$ cat src/common/mem_bridge_params.svh
`ifndef MEM_BRIDGE_PARAMS_SVH
`define MEM_BRIDGE_PARAMS_SVH

// byte address width
`define ADDR_WIDTH 32

// data word width, one AXI beat
`define DATA_WIDTH 64

// one strobe bit per byte lane
`define STRB_WIDTH (`DATA_WIDTH / 8)

// AXI ID width, carries the requester identity
`define ID_WIDTH 4

// slave size in words, and cycles from AR handshake to R valid
`define MEM_DEPTH 256
`define READ_LATENCY 2

`endif
$ cat src/common/mem_bridge_pkg.sv
`default_nettype none

`include "mem_bridge_params.svh"

package mem_bridge_pkg;

    // kind of core-side request
    typedef enum logic {
        REQ_READ  = 1'b0,
        REQ_WRITE = 1'b1
    } rw_req_e;

    // AXI response codes in use here
    typedef enum logic [1:0] {
        RESP_OKAY   = 2'b00,
        RESP_SLVERR = 2'b10
    } axi_resp_e;

    // requester identity, sent as the AXI ID
    typedef logic [`ID_WIDTH-1:0] req_id_t;

    localparam req_id_t ID_FETCH = req_id_t'(0);
    localparam req_id_t ID_DATA  = req_id_t'(1);

endpackage

`default_nettype wire

$ cat src/common/axi_if.sv
`timescale 1ns/10ps
`default_nettype none

`include "mem_bridge_params.svh"

interface axi_if;
    import mem_bridge_pkg::*;

    // write address
    logic                   aw_valid;
    logic                   aw_ready;
    logic [`ADDR_WIDTH-1:0] aw_addr;

    // write data, single beat so last rides with valid
    logic                   w_valid;
    logic                   w_ready;
    logic [`DATA_WIDTH-1:0] w_data;
    logic [`STRB_WIDTH-1:0] w_strb;
    logic                   w_last;

    // write response
    logic                   b_valid;
    logic                   b_ready;
    axi_resp_e              b_resp;

    // read address
    logic                   ar_valid;
    logic                   ar_ready;
    logic [`ADDR_WIDTH-1:0] ar_addr;
    req_id_t                ar_id;

    // read data, id echoed from AR
    logic                   r_valid;
    logic                   r_ready;
    logic [`DATA_WIDTH-1:0] r_data;
    axi_resp_e              r_resp;
    req_id_t                r_id;
    logic                   r_last;

    modport master (
        output aw_valid, aw_addr, w_valid, w_data, w_strb, w_last, b_ready,
        output ar_valid, ar_addr, ar_id, r_ready,
        input  aw_ready, w_ready, b_valid, b_resp, ar_ready,
        input  r_valid, r_data, r_resp, r_id, r_last
    );

    modport slave (
        input  aw_valid, aw_addr, w_valid, w_data, w_strb, w_last, b_ready,
        input  ar_valid, ar_addr, ar_id, r_ready,
        output aw_ready, w_ready, b_valid, b_resp, ar_ready,
        output r_valid, r_data, r_resp, r_id, r_last
    );

endinterface

`default_nettype wire

$ cat src/common/rw_if.sv
`timescale 1ns/10ps
`default_nettype none

`include "mem_bridge_params.svh"

interface rw_if;
    import mem_bridge_pkg::*;

    // request, held stable by the arbiter until ready
    logic                   valid;
    rw_req_e                req;
    logic [`ADDR_WIDTH-1:0] addr;
    logic [`DATA_WIDTH-1:0] wdata;
    logic [`STRB_WIDTH-1:0] strb;
    req_id_t                id;

    // completion, one-cycle ready pulse
    logic                   ready;
    // rdata held until next read completes
    logic [`DATA_WIDTH-1:0] rdata;
    logic                   err;

    modport requester (
        output valid, req, addr, wdata, strb, id,
        input  ready, rdata, err
    );

    modport bridge (
        input  valid, req, addr, wdata, strb, id,
        output ready, rdata, err
    );

endinterface

`default_nettype wire

$ cat src/axi_master/axi_master.sv
`timescale 1ns/10ps
`default_nettype none

`include "mem_bridge_params.svh"

module axi_master (
    input  wire logic clock,
    input  wire logic reset_n,
    rw_if.bridge      rw,
    axi_if.master     axi
);
    import mem_bridge_pkg::*;

    typedef enum logic [1:0] {
        W_IDLE,
        W_ADDR,
        W_WRITE,
        W_RESP
    } w_state_e;

    typedef enum logic [1:0] {
        R_IDLE,
        R_ADDR,
        R_READ
    } r_state_e;

    w_state_e               w_state;
    r_state_e               r_state;
    logic                   ready_q;
    logic [`DATA_WIDTH-1:0] rdata_q;
    logic                   err_q;
    logic                   start;
    logic                   w_start;
    logic                   r_start;
    logic                   aw_hs;
    logic                   w_hs;
    logic                   b_hs;
    logic                   ar_hs;
    logic                   r_done;

    assign aw_hs  = axi.aw_valid & axi.aw_ready;
    assign w_hs   = axi.w_valid & axi.w_ready;
    assign b_hs   = axi.b_valid & axi.b_ready;
    assign ar_hs  = axi.ar_valid & axi.ar_ready;
    // single beat, so last closes the read
    assign r_done = axi.r_valid & axi.r_ready & axi.r_last;

    // one transaction at a time
    // the held request is still valid during the ready pulse, skip it there
    assign start   = rw.valid & (w_state == W_IDLE) & (r_state == R_IDLE) & ~ready_q;
    assign w_start = start & (rw.req == REQ_WRITE);
    assign r_start = start & (rw.req == REQ_READ);

    // write FSM
    always_ff @(posedge clock) begin
        if (!reset_n) begin
            w_state <= W_IDLE;
        end else begin
            case (w_state)
                W_IDLE:  if (w_start) w_state <= W_ADDR;
                W_ADDR:  if (aw_hs) w_state <= W_WRITE;
                W_WRITE: if (w_hs) w_state <= W_RESP;
                W_RESP:  if (b_hs) w_state <= W_IDLE;
                default: w_state <= W_IDLE;
            endcase
        end
    end

    // read FSM
    always_ff @(posedge clock) begin
        if (!reset_n) begin
            r_state <= R_IDLE;
        end else begin
            case (r_state)
                R_IDLE:  if (r_start) r_state <= R_ADDR;
                R_ADDR:  if (ar_hs) r_state <= R_READ;
                R_READ:  if (r_done) r_state <= R_IDLE;
                default: r_state <= R_IDLE;
            endcase
        end
    end

    // completion pulse, a cycle after B or last R
    always_ff @(posedge clock) begin
        if (!reset_n) begin
            ready_q <= 1'b0;
        end else begin
            ready_q <= b_hs | r_done;
        end
    end

    // read data and error capture
    always_ff @(posedge clock) begin
        if (r_done) begin
            rdata_q <= axi.r_data;
        end
        if (b_hs) begin
            err_q <= (axi.b_resp != RESP_OKAY);
        end else if (r_done) begin
            err_q <= (axi.r_resp != RESP_OKAY);
        end
    end

    // write channels, payload straight from the held request
    assign axi.aw_valid = (w_state == W_ADDR);
    assign axi.aw_addr  = rw.addr;
    assign axi.w_valid  = (w_state == W_WRITE);
    assign axi.w_data   = rw.wdata;
    // strobe is the requester's byte-lane mask
    assign axi.w_strb   = rw.strb;
    assign axi.w_last   = (w_state == W_WRITE);
    assign axi.b_ready  = (w_state == W_RESP);

    // read channels
    assign axi.ar_valid = (r_state == R_ADDR);
    assign axi.ar_addr  = rw.addr;
    assign axi.ar_id    = rw.id;
    assign axi.r_ready  = (r_state == R_READ);

    assign rw.ready = ready_q;
    assign rw.rdata = rdata_q;
    assign rw.err   = err_q;

endmodule

`default_nettype wire

$ cat src/flat_wrapper.sv
// flat-port wrapper written by rule: the top's interface ports become plain ports
module axi_master_flat import mem_bridge_pkg::*;
  (clock, reset_n, rw_valid, rw_req, rw_addr, rw_wdata, rw_strb, rw_id, rw_ready, rw_rdata, rw_err, axi_aw_valid, axi_aw_addr, axi_w_valid, axi_w_data, axi_w_strb, axi_w_last, axi_b_ready, axi_ar_valid, axi_ar_addr, axi_ar_id, axi_r_ready, axi_aw_ready, axi_w_ready, axi_b_valid, axi_b_resp, axi_ar_ready, axi_r_valid, axi_r_data, axi_r_resp, axi_r_id, axi_r_last);
  rw_if rw_i ();
  axi_if axi_i ();
  input  wire logic clock;
  input  wire logic reset_n;
  input wire logic [$bits(rw_i.valid)-1:0] rw_valid;
  input wire logic [$bits(rw_i.req)-1:0] rw_req;
  input wire logic [$bits(rw_i.addr)-1:0] rw_addr;
  input wire logic [$bits(rw_i.wdata)-1:0] rw_wdata;
  input wire logic [$bits(rw_i.strb)-1:0] rw_strb;
  input wire logic [$bits(rw_i.id)-1:0] rw_id;
  output wire logic [$bits(rw_i.ready)-1:0] rw_ready;
  output wire logic [$bits(rw_i.rdata)-1:0] rw_rdata;
  output wire logic [$bits(rw_i.err)-1:0] rw_err;
  output wire logic [$bits(axi_i.aw_valid)-1:0] axi_aw_valid;
  output wire logic [$bits(axi_i.aw_addr)-1:0] axi_aw_addr;
  output wire logic [$bits(axi_i.w_valid)-1:0] axi_w_valid;
  output wire logic [$bits(axi_i.w_data)-1:0] axi_w_data;
  output wire logic [$bits(axi_i.w_strb)-1:0] axi_w_strb;
  output wire logic [$bits(axi_i.w_last)-1:0] axi_w_last;
  output wire logic [$bits(axi_i.b_ready)-1:0] axi_b_ready;
  output wire logic [$bits(axi_i.ar_valid)-1:0] axi_ar_valid;
  output wire logic [$bits(axi_i.ar_addr)-1:0] axi_ar_addr;
  output wire logic [$bits(axi_i.ar_id)-1:0] axi_ar_id;
  output wire logic [$bits(axi_i.r_ready)-1:0] axi_r_ready;
  input wire logic [$bits(axi_i.aw_ready)-1:0] axi_aw_ready;
  input wire logic [$bits(axi_i.w_ready)-1:0] axi_w_ready;
  input wire logic [$bits(axi_i.b_valid)-1:0] axi_b_valid;
  input wire logic [$bits(axi_i.b_resp)-1:0] axi_b_resp;
  input wire logic [$bits(axi_i.ar_ready)-1:0] axi_ar_ready;
  input wire logic [$bits(axi_i.r_valid)-1:0] axi_r_valid;
  input wire logic [$bits(axi_i.r_data)-1:0] axi_r_data;
  input wire logic [$bits(axi_i.r_resp)-1:0] axi_r_resp;
  input wire logic [$bits(axi_i.r_id)-1:0] axi_r_id;
  input wire logic [$bits(axi_i.r_last)-1:0] axi_r_last;
  assign rw_i.valid = rw_valid;
  assign rw_i.req = rw_req;
  assign rw_i.addr = rw_addr;
  assign rw_i.wdata = rw_wdata;
  assign rw_i.strb = rw_strb;
  assign rw_i.id = rw_id;
  assign rw_ready = rw_i.ready;
  assign rw_rdata = rw_i.rdata;
  assign rw_err = rw_i.err;
  assign axi_aw_valid = axi_i.aw_valid;
  assign axi_aw_addr = axi_i.aw_addr;
  assign axi_w_valid = axi_i.w_valid;
  assign axi_w_data = axi_i.w_data;
  assign axi_w_strb = axi_i.w_strb;
  assign axi_w_last = axi_i.w_last;
  assign axi_b_ready = axi_i.b_ready;
  assign axi_ar_valid = axi_i.ar_valid;
  assign axi_ar_addr = axi_i.ar_addr;
  assign axi_ar_id = axi_i.ar_id;
  assign axi_r_ready = axi_i.r_ready;
  assign axi_i.aw_ready = axi_aw_ready;
  assign axi_i.w_ready = axi_w_ready;
  assign axi_i.b_valid = axi_b_valid;
  assign axi_i.b_resp = axi_b_resp;
  assign axi_i.ar_ready = axi_ar_ready;
  assign axi_i.r_valid = axi_r_valid;
  assign axi_i.r_data = axi_r_data;
  assign axi_i.r_resp = axi_r_resp;
  assign axi_i.r_id = axi_r_id;
  assign axi_i.r_last = axi_r_last;
  axi_master u_core (.clock(clock), .reset_n(reset_n), .rw(rw_i), .axi(axi_i));
endmodule
$ cat config.mk
export PLATFORM = sky130hd
export DESIGN_NAME = axi_master_flat
export DESIGN_NICKNAME = d
export VERILOG_FILES = /design/src/common/mem_bridge_pkg.sv /design/src/common/axi_if.sv /design/src/common/rw_if.sv /design/src/axi_master/axi_master.sv /design/src/flat_wrapper.sv
export VERILOG_INCLUDE_DIRS = /design/src /design/src/common
export SDC_FILE = /design/constraint.sdc
export NUM_CORES = 1
export LEC_CHECK = 0
export ABC_AREA = 1
export BUFFER_PORTS_ARGS = -buffer_cell sky130_fd_sc_hd__buf_2
export CAP_MARGIN = 20
export CORE_AREA = 3 3 155 157
export DETAILED_ROUTE_END_ITERATION = 8
export DIE_AREA = 0 0 158 160
export PLACE_DENSITY = 0.5
export SLEW_MARGIN = 20
export SYNTH_ARGS = -nofsm -noshare
export SYNTH_HDL_FRONTEND = slang
export SYNTH_SLANG_ARGS = --single-unit
export TNS_END_PERCENT = 20
$ cat constraint.sdc
create_clock -name clock -period 8.75 [get_ports clock]
set_input_delay 1.75 -clock clock [delete_from_list [all_inputs] [get_ports clock]]
set_output_delay 1.75 -clock clock [all_outputs]
set_load 0.01 [all_outputs]
# Yosys cells after proc, flatten, opt, wreduce, memory -nomap -nowiden
# Index checks and enable logic that the tools add are counted.
# classes
reduce_logical	7
n_mux	11
bitwise	14
n_eq_ne	12
# ops
cell	count
2-to-1 mux 2 bit	7
bitwise AND 1 bit	11
!= test 2 bit, second input constant	5
case mux 2 bit (4 select lines)	1
equality test 2 bit, second input constant	3
case mux 2 bit (3 select lines)	1
nonzero test 2 bit	3
equality test 2 x 1 -> 1 bit, second input constant	2
zero test 2 bit	2
!= test 2 x 1 -> 1 bit, second input constant	2
AND reduction 4 bit	1
AND reduction 3 bit	1
2-to-1 mux 1 bit	2
inverter 1 bit	2
bitwise OR 1 bit	1
# word_totals
output_inout_bits	212
in_bits	190
elab_cells	49
register_bits	70

# Longest topological paths before layout
# depth
word_depth	7
ltp_mapped	9
mapped_depth_nobuf	9

# Worst setup path before layout
# No wires, ideal clock.
# synth_timing
kind	in2reg
from	in axi_r_last
to	reg u_core.err_q (netlist: u_core.rw.err) (enable)
setup_ns	0.303
required_time_ns	8.447
setup_slack_ns	3.679
path_stages	4
arrival_time_ns	4.768
cell_sequence	inv_1 nor3_2 inv_1 nand2_1
# synth_between
elab_chain_cells	2
# synth_lines
item	line	rtl
from (decl)	flat_wrapper.sv:37	input wire logic [$bits(axi_i.r_last)-1:0] axi_r_last;
bitwise AND 1 bit	axi_master.sv:46	assign r_done = axi.r_valid & axi.r_ready & axi.r_last;
net u_core.r_done	axi_master.sv:39	logic r_done;
nonzero test 2 bit (no source line)	-	
to (signal assigned)	axi_master.sv:98	err_q <= (axi.b_resp != RESP_OKAY);
to (signal assigned)	axi_master.sv:100	err_q <= (axi.r_resp != RESP_OKAY);
to (decl)	axi_master.sv:31	logic err_q;
# The timed path passes the listed nets, and every way through them passes these cells.
# A chain may end at the register's enable or synchronous reset.

# Final worst setup path
# layout_timing
from	in rw_addr[8]
to	out axi_ar_addr[8]
# layout_rtl
item	line	rtl
from (decl)	flat_wrapper.sv:10	input wire logic [$bits(rw_i.addr)-1:0] rw_addr;
to (decl)	flat_wrapper.sv:25	output wire logic [$bits(axi_i.ar_addr)-1:0] axi_ar_addr;
# No word-level cell between the ends.

==> flow_summary.ini <==
[clock_network]
numCtsBuffers = 9
cts_setup_buffers = 0
cts_max_level = 3
max-clock-path-buffers = 2
tritoncts = built
clock_sinks = 70
cts.repair.resized = 0
clk_latency_ns = 0.33
clk_pin_slew_ns = 0.06
cts-root-buf = clkbuf_16
cts_hold_buf = 0

[drt]
dr.first_iter.drc_count = 111
post-route-drc-count = 0
drt_wl_total_microns = 14100
post_drt_wl_per_cell_microns = 24.7
vias = 1867
final_antenna_net_count = 0
drtPass1Iterations = 4
routed_via_density = 3.26

[sta]
tightestPinTransition_ns = 0.833
clock_skew_ns = 0.00989
period_share = 0.401
maxSlewHeadroom = 0.445
layout_min_cycle_time_ns = 3.51
setup_slack_ns = 5.24
setup_viol = 0
timing.final.hold_violations = 0
drv_slew = 0
rsz0062_at_grt = false
timing.fmax_mhz = 285
tns_ns = 0

[yosys]
syn_area_per_cell_sq_um = 12.9
syn_inst = 262
yosysMostFrequentCell = buf_4
async_flop_share = 0
yosys_register_bits = 70
synth_top_area_frac = 0.578
synth_nets = 457
synth_area_leaders = edfxtp_1 58%, buf_4 31%, dfxtp_1 3.0%
synth_edf_count = 65
syn_area_sq_um = 3370
synth-main-ff-cell = edfxtp_1
yosysSeqAreaShare = 0.608
ys_top_cells_by_count = 141 x buf_4, 65 x edfxtp_1, 13 x inv_1, 11 x nand2_1, 7 x nor2_1
synth_top_cell_by_area = edfxtp_1
synth.distinct_cells = 13
ys_warn_count = 0

[worst_setup_path]
cp_max_fo = 2
end_kind = output port
worstPathRequired_ns = 7.00
start_kind = primary input
cp.arrival_ns = 1.76
setup.worst_path.class = in -> out
rrSetupSlack_ns = 6.97

[placement]
place_ws_ns = 5.24
place_area_sq_um = 3430
gp_congestion = 0.788
io_buffers = 149
placed_cells = 556
dpl.hpwl_microns = 12600

[layout]
syn_to_final_growth_pct = 11.3
final_layout_size_suffix_gt1_frac = 0.589
utilization = 0.166
finalNonFillerCells = 572
antenna-diode-count = 0
fin_area_sq_um = 3750
fin_nets = 477

[grt]
grt_use_total = 0.102
grt_start_max_net_pins = 66
grt_pass1_wl_microns = 17300
grt_overflow = 0
grt_pass1_vias = 1842
antenna_found_initial = 0

[floorplan]
coreArea_sq_um = 22600
die_y_microns = 160
rows = 55
start_util = 0.149
fp.dieW_microns = 158
ios = 402
fp.dieArea_sq_um = 25300

[power_and_ir_drop]
power_density_nw_per_um2 = 225
leakagePower_nw = 1.53
vdd_drop_max_mv = 0.111

[job]
cap_violations = 0

[status]
run_status = complete, no violations

[min_path]
min_path_type = reg -> reg
-- cell families after synthesis --
family	share of synthesized area
buffers and inverters	0.328
AND/OR/NAND/NOR	0.0334
AO/OA/AOI/OAI	0.0119
flip-flops	0.608
adder cells (fa/ha/maj)	0.0185
-- path summary, 6_finish.rpt --
check | start | endpoint | cells past startpoint
worst max-delay path | rw_addr[8] | axi_ar_addr[8] | 0
worst min-delay path | u_core.w_state[0]$_SDFFE_PN0P_ | u_core.w_state[0]$_SDFFE_PN0P_ | 2
worst max register to register | u_core.r_state[0]$_SDFFE_PN0P_ | u_core.rw.err$_DFFE_PP_ | 6
worst min register to register | u_core.w_state[0]$_SDFFE_PN0P_ | u_core.w_state[0]$_SDFFE_PN0P_ | 2
-- flip-flops by register name, indices dropped and copies added (netlist names) --
name	cells
u_core.rw.err	1
u_core.r_state	2
u_core.w_state	2
u_core.rw.rdata	64
u_core.rw.ready	1
-- placed cells by master, fill, tap and decap left out, types with 5 or more instances in the layout --
| cell | instances |
|---|---|
| dfxtp_1 | 5 |
| nor2_1 | 7 |
| clkbuf_16 | 9 |
| nand2_1 | 11 |
| ha_1 | 5 |
| a21oi_1 | 5 |
| inv_1 | 13 |
| buf_2 | 149 |
| edfxtp_1 | 65 |
-- power breakdown --
part / switching, W / total (W) / internal, W
combinational: 0.0000417 / 0.0000759 / 0.0000342
sequential: 0.00000551 / 0.000381 / 0.000375
clock: 0.000137 / 0.000388 / 0.000250
total: 0.000185 / 0.000844 / 0.000660
-- metal layers --
layer / GRT usage / wire length, microns / vias to the layer above
met2: 0.190 / 7260 / 319
met3: 0.126 / 3840 / 25
li1: - / - / 761
met4: 0.0285 / 248 / 0
met5: 0 / 0 / -
met1: 0.0521 / 2790 / 762
-- final cells by class --
type / count / area, sq um
fillers: 2473 / 18900
flip-flops and latches: 70 / 2050
repair buffers: 150 / 753
well taps: 285 / 357
clock buffers: 9 / 225
multi-input cells: 38 / 221
clock inverters: 7 / 97.6
inverters: 13 / 48.8
-- stage by stage --
step	hold WS, ns	power [W]
finish	0.554	0.000844
global route	0.574	0.000885
CTS	0.548	0.000862
detailed placement	0.539	0.000465
global placement	0.545	0.000463
floorplan	0.503	0.000497
(Power assumes the default switching activity.)
