[src/common/mem_bridge_params.svh]
`ifndef MEM_BRIDGE_PARAMS_SVH
`define MEM_BRIDGE_PARAMS_SVH

// byte address width
`define ADDR_WIDTH 32

// data word width, one AXI beat
`define DATA_WIDTH 64

// one strobe bit per byte lane
`define STRB_WIDTH (`DATA_WIDTH / 8)

// AXI ID width, carries the requester identity
`define ID_WIDTH 4

// slave size in words, and cycles from AR handshake to R valid
`define MEM_DEPTH 256
`define READ_LATENCY 2

`endif
[src/common/mem_bridge_pkg.sv]
`default_nettype none

`include "mem_bridge_params.svh"

package mem_bridge_pkg;

    // kind of core-side request
    typedef enum logic {
        REQ_READ  = 1'b0,
        REQ_WRITE = 1'b1
    } rw_req_e;

    // AXI response codes in use here
    typedef enum logic [1:0] {
        RESP_OKAY   = 2'b00,
        RESP_SLVERR = 2'b10
    } axi_resp_e;

    // requester identity, sent as the AXI ID
    typedef logic [`ID_WIDTH-1:0] req_id_t;

    localparam req_id_t ID_FETCH = req_id_t'(0);
    localparam req_id_t ID_DATA  = req_id_t'(1);

endpackage

`default_nettype wire

[src/common/rw_if.sv]
`timescale 1ns/10ps
`default_nettype none

`include "mem_bridge_params.svh"

interface rw_if;
    import mem_bridge_pkg::*;

    // request, held stable by the arbiter until ready
    logic                   valid;
    rw_req_e                req;
    logic [`ADDR_WIDTH-1:0] addr;
    logic [`DATA_WIDTH-1:0] wdata;
    logic [`STRB_WIDTH-1:0] strb;
    req_id_t                id;

    // completion, one-cycle ready pulse
    logic                   ready;
    // rdata held until next read completes
    logic [`DATA_WIDTH-1:0] rdata;
    logic                   err;

    modport requester (
        output valid, req, addr, wdata, strb, id,
        input  ready, rdata, err
    );

    modport bridge (
        input  valid, req, addr, wdata, strb, id,
        output ready, rdata, err
    );

endinterface

`default_nettype wire

[src/hw/rw_arbiter.sv]
`timescale 1ns/10ps
`default_nettype none

`include "mem_bridge_params.svh"

module rw_arbiter (
    input  wire logic                    clock,
    input  wire logic                    reset_n,
    // fetch port, reads only
    input  wire logic                    fetch_valid_i,
    input  wire logic [`ADDR_WIDTH-1:0]  fetch_addr_i,
    output logic                         fetch_ready_o,
    output logic [`DATA_WIDTH-1:0]       fetch_rdata_o,
    output logic                         fetch_err_o,
    // data port
    input  wire logic                    data_valid_i,
    input  wire mem_bridge_pkg::rw_req_e data_req_i,
    input  wire logic [`ADDR_WIDTH-1:0]  data_addr_i,
    input  wire logic [`DATA_WIDTH-1:0]  data_wdata_i,
    input  wire logic [`STRB_WIDTH-1:0]  data_strb_i,
    output logic                         data_ready_o,
    output logic [`DATA_WIDTH-1:0]       data_rdata_o,
    output logic                         data_err_o,
    // towards the bridge
    rw_if.requester                      rw
);
    import mem_bridge_pkg::*;

    // grant held from pick until the bridge's ready pulse
    logic    grant_busy;
    req_id_t grant_id;
    logic    owner_data;

    always_ff @(posedge clock) begin
        if (!reset_n) begin
            grant_busy <= 1'b0;
            grant_id   <= ID_FETCH;
        end else if (!grant_busy) begin
            // data port wins a tie
            if (data_valid_i) begin
                grant_busy <= 1'b1;
                grant_id   <= ID_DATA;
            end else if (fetch_valid_i) begin
                grant_busy <= 1'b1;
                grant_id   <= ID_FETCH;
            end
        end else if (rw.ready) begin
            grant_busy <= 1'b0;
        end
    end

    assign owner_data = (grant_id == ID_DATA);

    // owner's fields onto the bridge, fetch is always a read
    assign rw.valid = grant_busy & (owner_data ? data_valid_i : fetch_valid_i);
    assign rw.req   = owner_data ? data_req_i : REQ_READ;
    assign rw.addr  = owner_data ? data_addr_i : fetch_addr_i;
    assign rw.wdata = owner_data ? data_wdata_i : '0;
    assign rw.strb  = owner_data ? data_strb_i : '0;
    assign rw.id    = grant_id;

    // completion back to the owner only, same cycle
    assign data_ready_o  = rw.ready & grant_busy & owner_data;
    assign fetch_ready_o = rw.ready & grant_busy & ~owner_data;
    assign data_rdata_o  = (grant_busy & owner_data) ? rw.rdata : '0;
    assign fetch_rdata_o = (grant_busy & ~owner_data) ? rw.rdata : '0;
    assign data_err_o    = grant_busy & owner_data & rw.err;
    assign fetch_err_o   = grant_busy & ~owner_data & rw.err;

endmodule

`default_nettype wire

[src/flat_wrapper.sv]
// flat-port wrapper written by rule: the top's interface ports become plain ports
module rw_arbiter_flat import mem_bridge_pkg::*;
  (clock, reset_n, fetch_valid_i, fetch_addr_i, fetch_ready_o, fetch_rdata_o, fetch_err_o, data_valid_i, data_req_i, data_addr_i, data_wdata_i, data_strb_i, data_ready_o, data_rdata_o, data_err_o, rw_valid, rw_req, rw_addr, rw_wdata, rw_strb, rw_id, rw_ready, rw_rdata, rw_err);
  rw_if rw_i ();
  input  wire logic clock;
  input  wire logic reset_n;
  input  wire logic fetch_valid_i;
  input  wire logic [`ADDR_WIDTH-1:0] fetch_addr_i;
  output logic fetch_ready_o;
  output logic [`DATA_WIDTH-1:0] fetch_rdata_o;
  output logic fetch_err_o;
  input  wire logic data_valid_i;
  input  wire mem_bridge_pkg::rw_req_e data_req_i;
  input  wire logic [`ADDR_WIDTH-1:0] data_addr_i;
  input  wire logic [`DATA_WIDTH-1:0] data_wdata_i;
  input  wire logic [`STRB_WIDTH-1:0] data_strb_i;
  output logic data_ready_o;
  output logic [`DATA_WIDTH-1:0] data_rdata_o;
  output logic data_err_o;
  output wire logic [$bits(rw_i.valid)-1:0] rw_valid;
  output wire logic [$bits(rw_i.req)-1:0] rw_req;
  output wire logic [$bits(rw_i.addr)-1:0] rw_addr;
  output wire logic [$bits(rw_i.wdata)-1:0] rw_wdata;
  output wire logic [$bits(rw_i.strb)-1:0] rw_strb;
  output wire logic [$bits(rw_i.id)-1:0] rw_id;
  input wire logic [$bits(rw_i.ready)-1:0] rw_ready;
  input wire logic [$bits(rw_i.rdata)-1:0] rw_rdata;
  input wire logic [$bits(rw_i.err)-1:0] rw_err;
  assign rw_valid = rw_i.valid;
  assign rw_req = rw_i.req;
  assign rw_addr = rw_i.addr;
  assign rw_wdata = rw_i.wdata;
  assign rw_strb = rw_i.strb;
  assign rw_id = rw_i.id;
  assign rw_i.ready = rw_ready;
  assign rw_i.rdata = rw_rdata;
  assign rw_i.err = rw_err;
  rw_arbiter u_core (.clock(clock), .reset_n(reset_n), .fetch_valid_i(fetch_valid_i), .fetch_addr_i(fetch_addr_i), .fetch_ready_o(fetch_ready_o), .fetch_rdata_o(fetch_rdata_o), .fetch_err_o(fetch_err_o), .data_valid_i(data_valid_i), .data_req_i(data_req_i), .data_addr_i(data_addr_i), .data_wdata_i(data_wdata_i), .data_strb_i(data_strb_i), .data_ready_o(data_ready_o), .data_rdata_o(data_rdata_o), .data_err_o(data_err_o), .rw(rw_i));
endmodule
[config.mk]
export PLATFORM = sky130hd
export DESIGN_NAME = rw_arbiter_flat
export DESIGN_NICKNAME = d
export VERILOG_FILES = /design/src/common/mem_bridge_pkg.sv /design/src/common/rw_if.sv /design/src/hw/rw_arbiter.sv /design/src/flat_wrapper.sv
export VERILOG_INCLUDE_DIRS = /design/src /design/src/common
export SDC_FILE = /design/constraint.sdc
export NUM_CORES = 1
export LEC_CHECK = 0
export BUFFER_PORTS_ARGS = -buffer_cell sky130_fd_sc_hd__buf_4
export CAP_MARGIN = 0
export CORE_AREA = 2 2 174 176
export DETAILED_ROUTE_END_ITERATION = 12
export DIE_AREA = 0 0 176 178
export SYNTH_ARGS = -nofsm -noshare
export SYNTH_HDL_FRONTEND = slang
export SYNTH_SLANG_ARGS = --single-unit
[constraint.sdc]
create_clock -name clock -period 2.17 [get_ports clock]
set_input_delay 0.1085 -clock clock [delete_from_list [all_inputs] [get_ports clock]]
set_output_delay 0.1085 -clock clock [all_outputs]
set_load 0.02 [all_outputs]
# After elaboration in Yosys (flattened, before gate mapping)
# Index checks and enable logic that the tools add are counted.
dict set report totals {
  out_inout_bits 242
  register_bits 5
  input_bits 207
  elab_cells 28
}
dict set report op_classes {
  mux 13
  n_reduce_logical 2
  bitwise 10
  n_eq_ne 1
}
# operator n
set ops {}
lappend ops {{$mux 64} 3}
lappend ops {{$mux 32} 1}
lappend ops {{$and 1x1->1} 8}
lappend ops {{$mux 4} 2}
lappend ops {{$mux 8} 1}
lappend ops {{$mux 1} 6}
lappend ops {{$eq 4x1->1 const B} 1}
lappend ops {{$not 1->1} 2}
lappend ops {{$reduce_and 2->1} 1}
lappend ops {{$reduce_bool 2->1} 1}

# Depth between registers and ports, before layout
# Gate-level depths: netlist of run 1.
dict set report logic_depth {
  depth_word 4
  mapped_depth 5
  ltp_nobuf 2
}

# Worst setup path before layout of run 1
# OpenSTA, ideal clock, no wires.
dict set report synth_timing {
  kind {flip-flop to output port}
  start {register u_core.grant_id[0], in the netlist u_core.rw.id[0]}
  end {output rw_addr[0]}
  path_buffers 2
  setup_slack_ns 1.008
  stages_incl_launch_ff 4
  arrival_ns 1.053
  t_required_ns 2.061
  cell_sequence {dfxtp_1 buf_6 buf_12 mux2_4}
}
dict set report synth_via {
  elab_chain_cells 2
}
# element line_no
set synth_lines {}
lappend synth_lines {{start, declared} rw_arbiter.sv:31} ;# req_id_t grant_id;
lappend synth_lines {{start signal, assigned} rw_arbiter.sv:37} ;# grant_id <= ID_FETCH;
lappend synth_lines {{start signal, assigned} rw_arbiter.sv:42} ;# grant_id <= ID_DATA;
lappend synth_lines {{start signal, assigned} rw_arbiter.sv:45} ;# grant_id <= ID_FETCH;
lappend synth_lines {{$eq 4x1->1} rw_arbiter.sv:52} ;# assign owner_data = (grant_id == ID_DATA);
lappend synth_lines {{$mux 32} rw_arbiter.sv:57} ;# assign rw.addr = owner_data ? data_addr_i : fetch_addr_i;
lappend synth_lines {{end, declared} flat_wrapper.sv:22} ;# output wire logic [$bits(rw_i.addr)-1:0] rw_addr;
# Every way passes these cells.

# Final worst setup path of run 1
dict set report layout_timing {
  start {register u_core.grant_busy}
  end {output data_rdata_o[56]}
}
dict set report layout_via {
  elab_chain_cells 2
}
# element line_no
set layout_lines {}
lappend layout_lines {{start, declared} rw_arbiter.sv:30} ;# logic grant_busy;
lappend layout_lines {{start signal, assigned} rw_arbiter.sv:36} ;# grant_busy <= 1'b0;
lappend layout_lines {{start signal, assigned} rw_arbiter.sv:41} ;# grant_busy <= 1'b1;
lappend layout_lines {{start signal, assigned} rw_arbiter.sv:44} ;# grant_busy <= 1'b1;
lappend layout_lines {{$and 1x1->1} rw_arbiter.sv:65} ;# assign data_rdata_o = (grant_busy & owner_data) ? rw.rdata : '0;
lappend layout_lines {{$mux 64} rw_arbiter.sv:65}
lappend layout_lines {{end, declared} flat_wrapper.sv:18} ;# output logic [`DATA_WIDTH-1:0] data_rdata_o;
# Every way passes these cells.

==> flow_summary_export.csv, run 1 <==
group,metric,value,unit
outcome,status,"finished clean",
timing,finalSetupTns,0,ns
clock_network,clockBufferDepth,2,
setup_path,slowest_delay,0.52,ns
global_routing,overflow,0,
clock_network,postCtsSetupRepairBufs,0,
pwr,power.total,1.79,mW
timing,fin_crit,1.64,ns
finish,final_util,19.9,%
floorplanning,ios,449,
setup_path,r2r-start,"u_core.grant_busy$_SDFF_PN0_",
global_routing,grt_pass1_wl,19.7,mm
timing,slew_viol_final,0,
synth,ys_warn_count,0,
timing,hold_viol_final,0,
timing,finalCritPeriodShare,75.4,%
finish,n_antenna_cell,0,
floorplanning,die_w,176,microns
setup_path,crit_type,"register to primary output",
setup_path,crit_required,2.06,ns
setup_path,slowest_stage,"buf_4",
synth,synth_top_area_cell,"and2_1",
setup_path,cp-end-kind,"primary output",
timing,worstMarginPinSlew,0.682,ns
finish,drive_gt1_share,69.2,%
synth,synthDistinctLibCells,19,
setup_path,crit_fanout,71,
clock_network,clkSinkCount,2,
global_routing,antenna_found_initial,0,
placement,hpwl,12.8,mm
placement,placed_cell_area,5780,sq um
synth,syn_avg_cell_area,7.46,sq um
route,wl_per_cell,13.8,microns
floorplanning,coreArea,29400,sq um
placement,port_buffers,445,
finish,stdcell_count,1095,
finish,nNetsFinal,913,
clock_network,cts_resized,0,
setup_path,cp_top_family,"buffers and inverters",
floorplanning,num_rows,63,
setup_path,r2r_cells,3,
synth,synth.area.top_cells,"and2_1 (41%), mux2_4 (21%), and3_1 (19%), buf_6 (3.2%), clkbuf_2 (3.0%)",
timing,fin_ws,0.535,ns
pwr,p_leak,3.39,nW
synth,synth-seq-area-share,1.87,%
route,drt_wl_total,15.1,mm
global_routing,grt_pass1_vias,3151,
flow_run,drv_cap,0,
floorplanning,dieArea,31300,sq um
placement,post-place-ws,0.750,ns
clock_network,cts_tree,"done",
timing,rsz0062_at_grt,"false",
worst_hold_path,hold_path_depth,3,
pwr,peakVddDrop,0.200,mV
setup_path,arrival,1.53,ns
route,ant_nets,0,
clock_network,insertion_delay,0.22,ns
worst_hold_path,hold_class,"input pin to register",
finish,area_growth,174,%
worst_hold_path,hold_end,"u_core.rw.id[0]$_SDFFE_PN0P_",
timing,finalSetupViolations,0,
finish,mostFrequentLayoutCells,"buf_4 (447), and2_1 (139), and3_1 (66), mux2_4 (30)",
setup_path,crit_chain,"buf_4, and3_1, buf_4",
finish,fillerInstances,3290,
clock_network,numCtsBuffers,3,
clock_network,cts.clk_slew.worst_paths,0.03,ns
timing,whs,0.152,ns
placement,dp.cells,1091,
global_routing,grt_max_degree,113,
global_routing,track_usage,7.94,%
placement,place_congestion,0.779,
finish,layout_commonest_cell,"buf_4",
clock_network,htree_levels,1,
route,vias_per_cell,3.24,
pwr,power_density,306,nW/um^2
floorplanning,start_util,7.29,%
route,drc,0,
setup_path,rrSetupSlack,0.91,ns
synth,synthesis.area,2140,sq um
timing,max_freq,0.612,GHz
timing,slew_headroom,54.5,%
route,vias,3547,
route,firstDrtPassIters,4,
floorplanning,die_h,178,microns
synth,synth_top_area_share,40.6,%
finish,postLayoutCellArea,5860,sq um
setup_path,worst-path-buf-inv,2,
clock_network,root_buffer,"clkbuf_16",
route,drt_iter0_markers,161,
setup_path,reg2reg_to,"u_core.grant_busy$_SDFF_PN0_",
synth,yosys_register_bits,2,
worst_hold_path,worstHoldStart,"reset_n",
clock_network,postCtsHoldBufs,0,
setup_path,crit_top_cell,"buf_4",
setup_path,cp-start-kind,"register",
synth,synthCells,287,
timing,finClkSkew,0.00237,ns
[worst min-delay path, cell delays in order]
cell and delay, ns:
buf_4 0.09, nand3b_1 0.07, o21ai_1 0.07
[worst max path at each step]
stage | slack [ns] | cells after the start | startpoint | end
finish | 0.53 | 3 | u_core.grant_busy$_SDFF_PN0_ | data_rdata_o[56]
global route | 0.43 | 4 | u_core.rw.id[0]$_SDFFE_PN0P_ | fetch_rdata_o[33]
CTS | 0.51 | 4 | u_core.rw.id[0]$_SDFFE_PN0P_ | fetch_rdata_o[33]
detailed placement | 0.75 | 4 | u_core.rw.id[0]$_SDFFE_PN0P_ | fetch_rdata_o[33]
global placement | 0.78 | 4 | u_core.rw.id[0]$_SDFFE_PN0P_ | fetch_rdata_o[2]
floorplan | 1.01 | 3 | u_core.rw.id[0]$_SDFFE_PN0P_ | rw_addr[0]
[registers in the layout (all words and copies together) (netlist names)]
| name | flops |
|---|---|
| u_core.rw.id | 1 |
| u_core.grant_busy | 1 |
[cells by family (layout without fill, tap and decap cells)]
kind of cell           count (synthesis)  after routing  synth area share (%)
AND/OR/NAND/NOR                      211            211                  61.8
other                                  1              3                 0.175
flip-flops                             2              2                  1.87
buffers and inverters                 38            454                  12.9
AO/OA/AOI/OAI                          2              2                 0.701
multiplexers                          33             33                  22.5
[final cells by class]
type / count / area, sq um / share of cell area [%]
Multi-Input combinational cell: 249 / 1830 / 31.3
Clock buffer: 4 / 78.8 / 1.35
Timing Repair Buffer: 450 / 3420 / 58.3
Sequential cell: 2 / 45.0 / 0.769
Tap cell: 390 / 488 / 8.33
[cells in the mapped netlist]
library cell  number
and2_1           139
and3_1            66
buf_12             3
buf_2              1
buf_4              6
buf_6              6
clkbuf_1           9
clkbuf_2          13
conb_1             1
dfxtp_1            2
mux2_2             2
mux2_4            30
mux2i_1            1
nand2_1            2
nand3b_1           1
nor2b_1            2
nor2b_4            1
o21ai_1            1
o311a_1            1
[layer usage]
metal	wire length [microns]	track usage [%]
met2	7510	12.5
met4	9	0.310
met3	706	0.853
met5	0	0
met1	6880	12.1
[power breakdown]
group          internal (mW)  switching (mW)
logic                  0.741           0.720
clock network          0.242          0.0456
registers             0.0408         0.00457
total                   1.02           0.770
No activity file was read; power rests on OpenSTA's default activity.
==> run 2, diff against run 1 <==
Settings changed: CORE_AREA 2 2 174 176 to 2 2 173 175, DIE_AREA 0 0 176 178 to 0 0 175 177.
Clock period 2.17 ns to 1.47 ns, I/O delays scaled along.
==> run 2 against run 1 <==
Net effect:
- the flow now finishes with violations (negative setup slack)
- setup slack worse by 0.56 ns
- combinational power rose by 74%
- critical path depth rose by 3
- first-iteration DRC count fell by 21%
- design area grew 11%
- sequential power up 44%
- flip-flop and latch count did not move
- power up 69%
- worst hold slack got worse by 0.039 ns
- wire length increased by 16%
- critical endpoint is now fetch_rdata_o[28]
==> flow_summary_export.csv, run 2 (same netlist as run 1, synthesis figures left out) <==
group,metric,value,unit
floorplanning,ios,449,
placement,port_buffers,445,
outcome,status,"finished, violations left",
timing,finClkSkew,0.00511,ns
route,wl_per_cell,15.7,microns
floorplanning,die_h,177,microns
finish,layout_commonest_cell,"buf_4",
clock_network,numCtsBuffers,3,
finish,nNetsFinal,934,
timing,slew_viol_final,0,
finish,fillerInstances,3185,
flow_run,drv_cap,0,
route,ant_nets,0,
setup_path,cp-start-kind,"register",
pwr,p_leak,3.66,nW
setup_path,crit_type,"register to primary output",
global_routing,track_usage,8.46,%
timing,whs,0.113,ns
floorplanning,dieArea,31000,sq um
finish,multi_input_area,1910,sq um
route,firstDrtPassIters,4,
route,drt_iter0_markers,127,
route,drc,0,
global_routing,grt_pass1_vias,3280,
global_routing,grt_util_met2,13.2,%
floorplanning,start_util,7.32,%
floorplanning,num_rows,63,
pwr,peakVddDrop,0.374,mV
timing,max_freq,0.670,GHz
setup_path,cp-end-kind,"primary output",
floorplanning,coreArea,29200,sq um
timing,hold_viol_final,0,
global_routing,grt_util_met3,0.881,%
clock_network,clkSinkCount,2,
finish,postLayoutCellArea,6490,sq um
timing,fin_ws,-0.0224,ns
global_routing,overflow,0,
clock_network,cts_tree,"done",
global_routing,grt.busiest_layer,"met2",
clock_network,root_buffer,"clkbuf_16",
clock_network,cts.clk_slew.worst_paths,0.03,ns
timing,rsz0062_at_grt,"true",
timing,finalCritPeriodShare,102,%
route,drt_wl_total,17.5,mm
setup_path,crit_required,1.40,ns
global_routing,grt_max_degree,56,
finish,regArea,45.0,sq um
timing,finalSetupTns,-0.263,ns
setup_path,arrival,1.42,ns
pwr,power_density,466,nW/um^2
route,vias_per_cell,3.30,
worst_hold_path,hold_class,"input pin to register",
floorplanning,die_w,175,microns
setup_path,crit_fanout,8,
pwr,power.total,3.03,mW
placement,hpwl,12.7,mm
timing,finalSetupViolations,36,
finish,mostFrequentLayoutCells,"buf_4 (394), and2_1 (109), and3_1 (66), buf_6 (64)",
global_routing,antenna_found_initial,1,
clock_network,clockBufferDepth,2,
clock_network,insertion_delay,0.22,ns
clock_network,htree_levels,1,
placement,placed_cell_area,5830,sq um
outcome,violations,"negative setup slack",
finish,final_util,22.2,%
placement,place_congestion,0.823,
global_routing,use_met1,12.9,%
route,vias,3688,
timing,fin_crit,1.49,ns
clock_network,postCtsHoldBufs,0,
finish,drive_gt1_share,74.4,%
global_routing,grt_pass1_wl,20.7,mm
finish,area_growth,203,%
## run 2: cell count changes in the layout (fill, tap and decap cells not counted), moves of 2 or more
cell / previous run / this run
and2_1: 139 / 109
buf_6: 0 / 64
diode_2: 0 / 2
and2_4: 0 / 30
buf_4: 447 / 394
clkbuf_16: 3 / 8
## run 2: stage by stage
step | cells | setup slack [ns]
floorplan | 289 | 0.343
global placement | 1096 | 0.131
detailed placement | 1096 | 0.0986
CTS | 1102 | -0.0572
global route | 1117 | -0.0921
finish | 1118 | -0.0224
## run 2: timing repair
action / in CTS / in global routing
setup endpoints to repair: 72 / 147
pin swaps: 0 / 24
resized for setup: 40 / 55
gates cloned: 1 / 8
setup buffers: 1 / 6
## run 2: report_power, final
group | total, mW | switching, mW | internal (mW) | leakage [nW]
logic | 2.54 | 1.18 | 1.35 | 3.61
registers | 0.0652 | 0.00499 | 0.0602 | 0.0175
clock network | 0.423 | 0.0656 | 0.357 | 0.0382
total | 3.03 | 1.25 | 1.77 | 3.66
## run 2: worst max-delay path: stages (launching register included)
cell	delay, ns
dfxtp_4	0.34
buf_6	0.11
nor2b_4	0.12
buf_12	0.16
buf_6	0.17
and2_1	0.14
buf_4	0.14
## run 2: area by class of cell
| type | instances | area share, % |
|---|---|---|
| repair buffers | 471 | 61.1 |
| multi-input cells | 249 | 29.4 |
| well taps | 390 | 7.51 |
| clock buffers | 4 | 1.21 |
| flip-flops and latches | 2 | 0.694 |
| diodes | 2 | 0.0771 |
## run 2: final timing paths
path                                startpoint                            to  slack, ns  cells after the start
setup reg to reg  u_core.rw.id[0]$_SDFFE_PN0P_  u_core.rw.id[0]$_SDFFE_PN0P_       0.41                      5
hold / removal                         reset_n  u_core.rw.id[0]$_SDFFE_PN0P_       0.11                      3
hold reg to reg   u_core.grant_busy$_SDFF_PN0_  u_core.rw.id[0]$_SDFFE_PN0P_       0.75                      3
setup / recovery  u_core.rw.id[0]$_SDFFE_PN0P_             fetch_rdata_o[28]      -0.02                      6
## run 2: metal layers
metal  share of wire [%]  vias to the layer above  wire length [microns]
met1                  45                     1716                   7930
met4                0.47                        0                     82
met3                 5.3                       10                    928
li1                    -                     1809                      -
met2                  49                      153                   8560
met5                   0                        -                      0
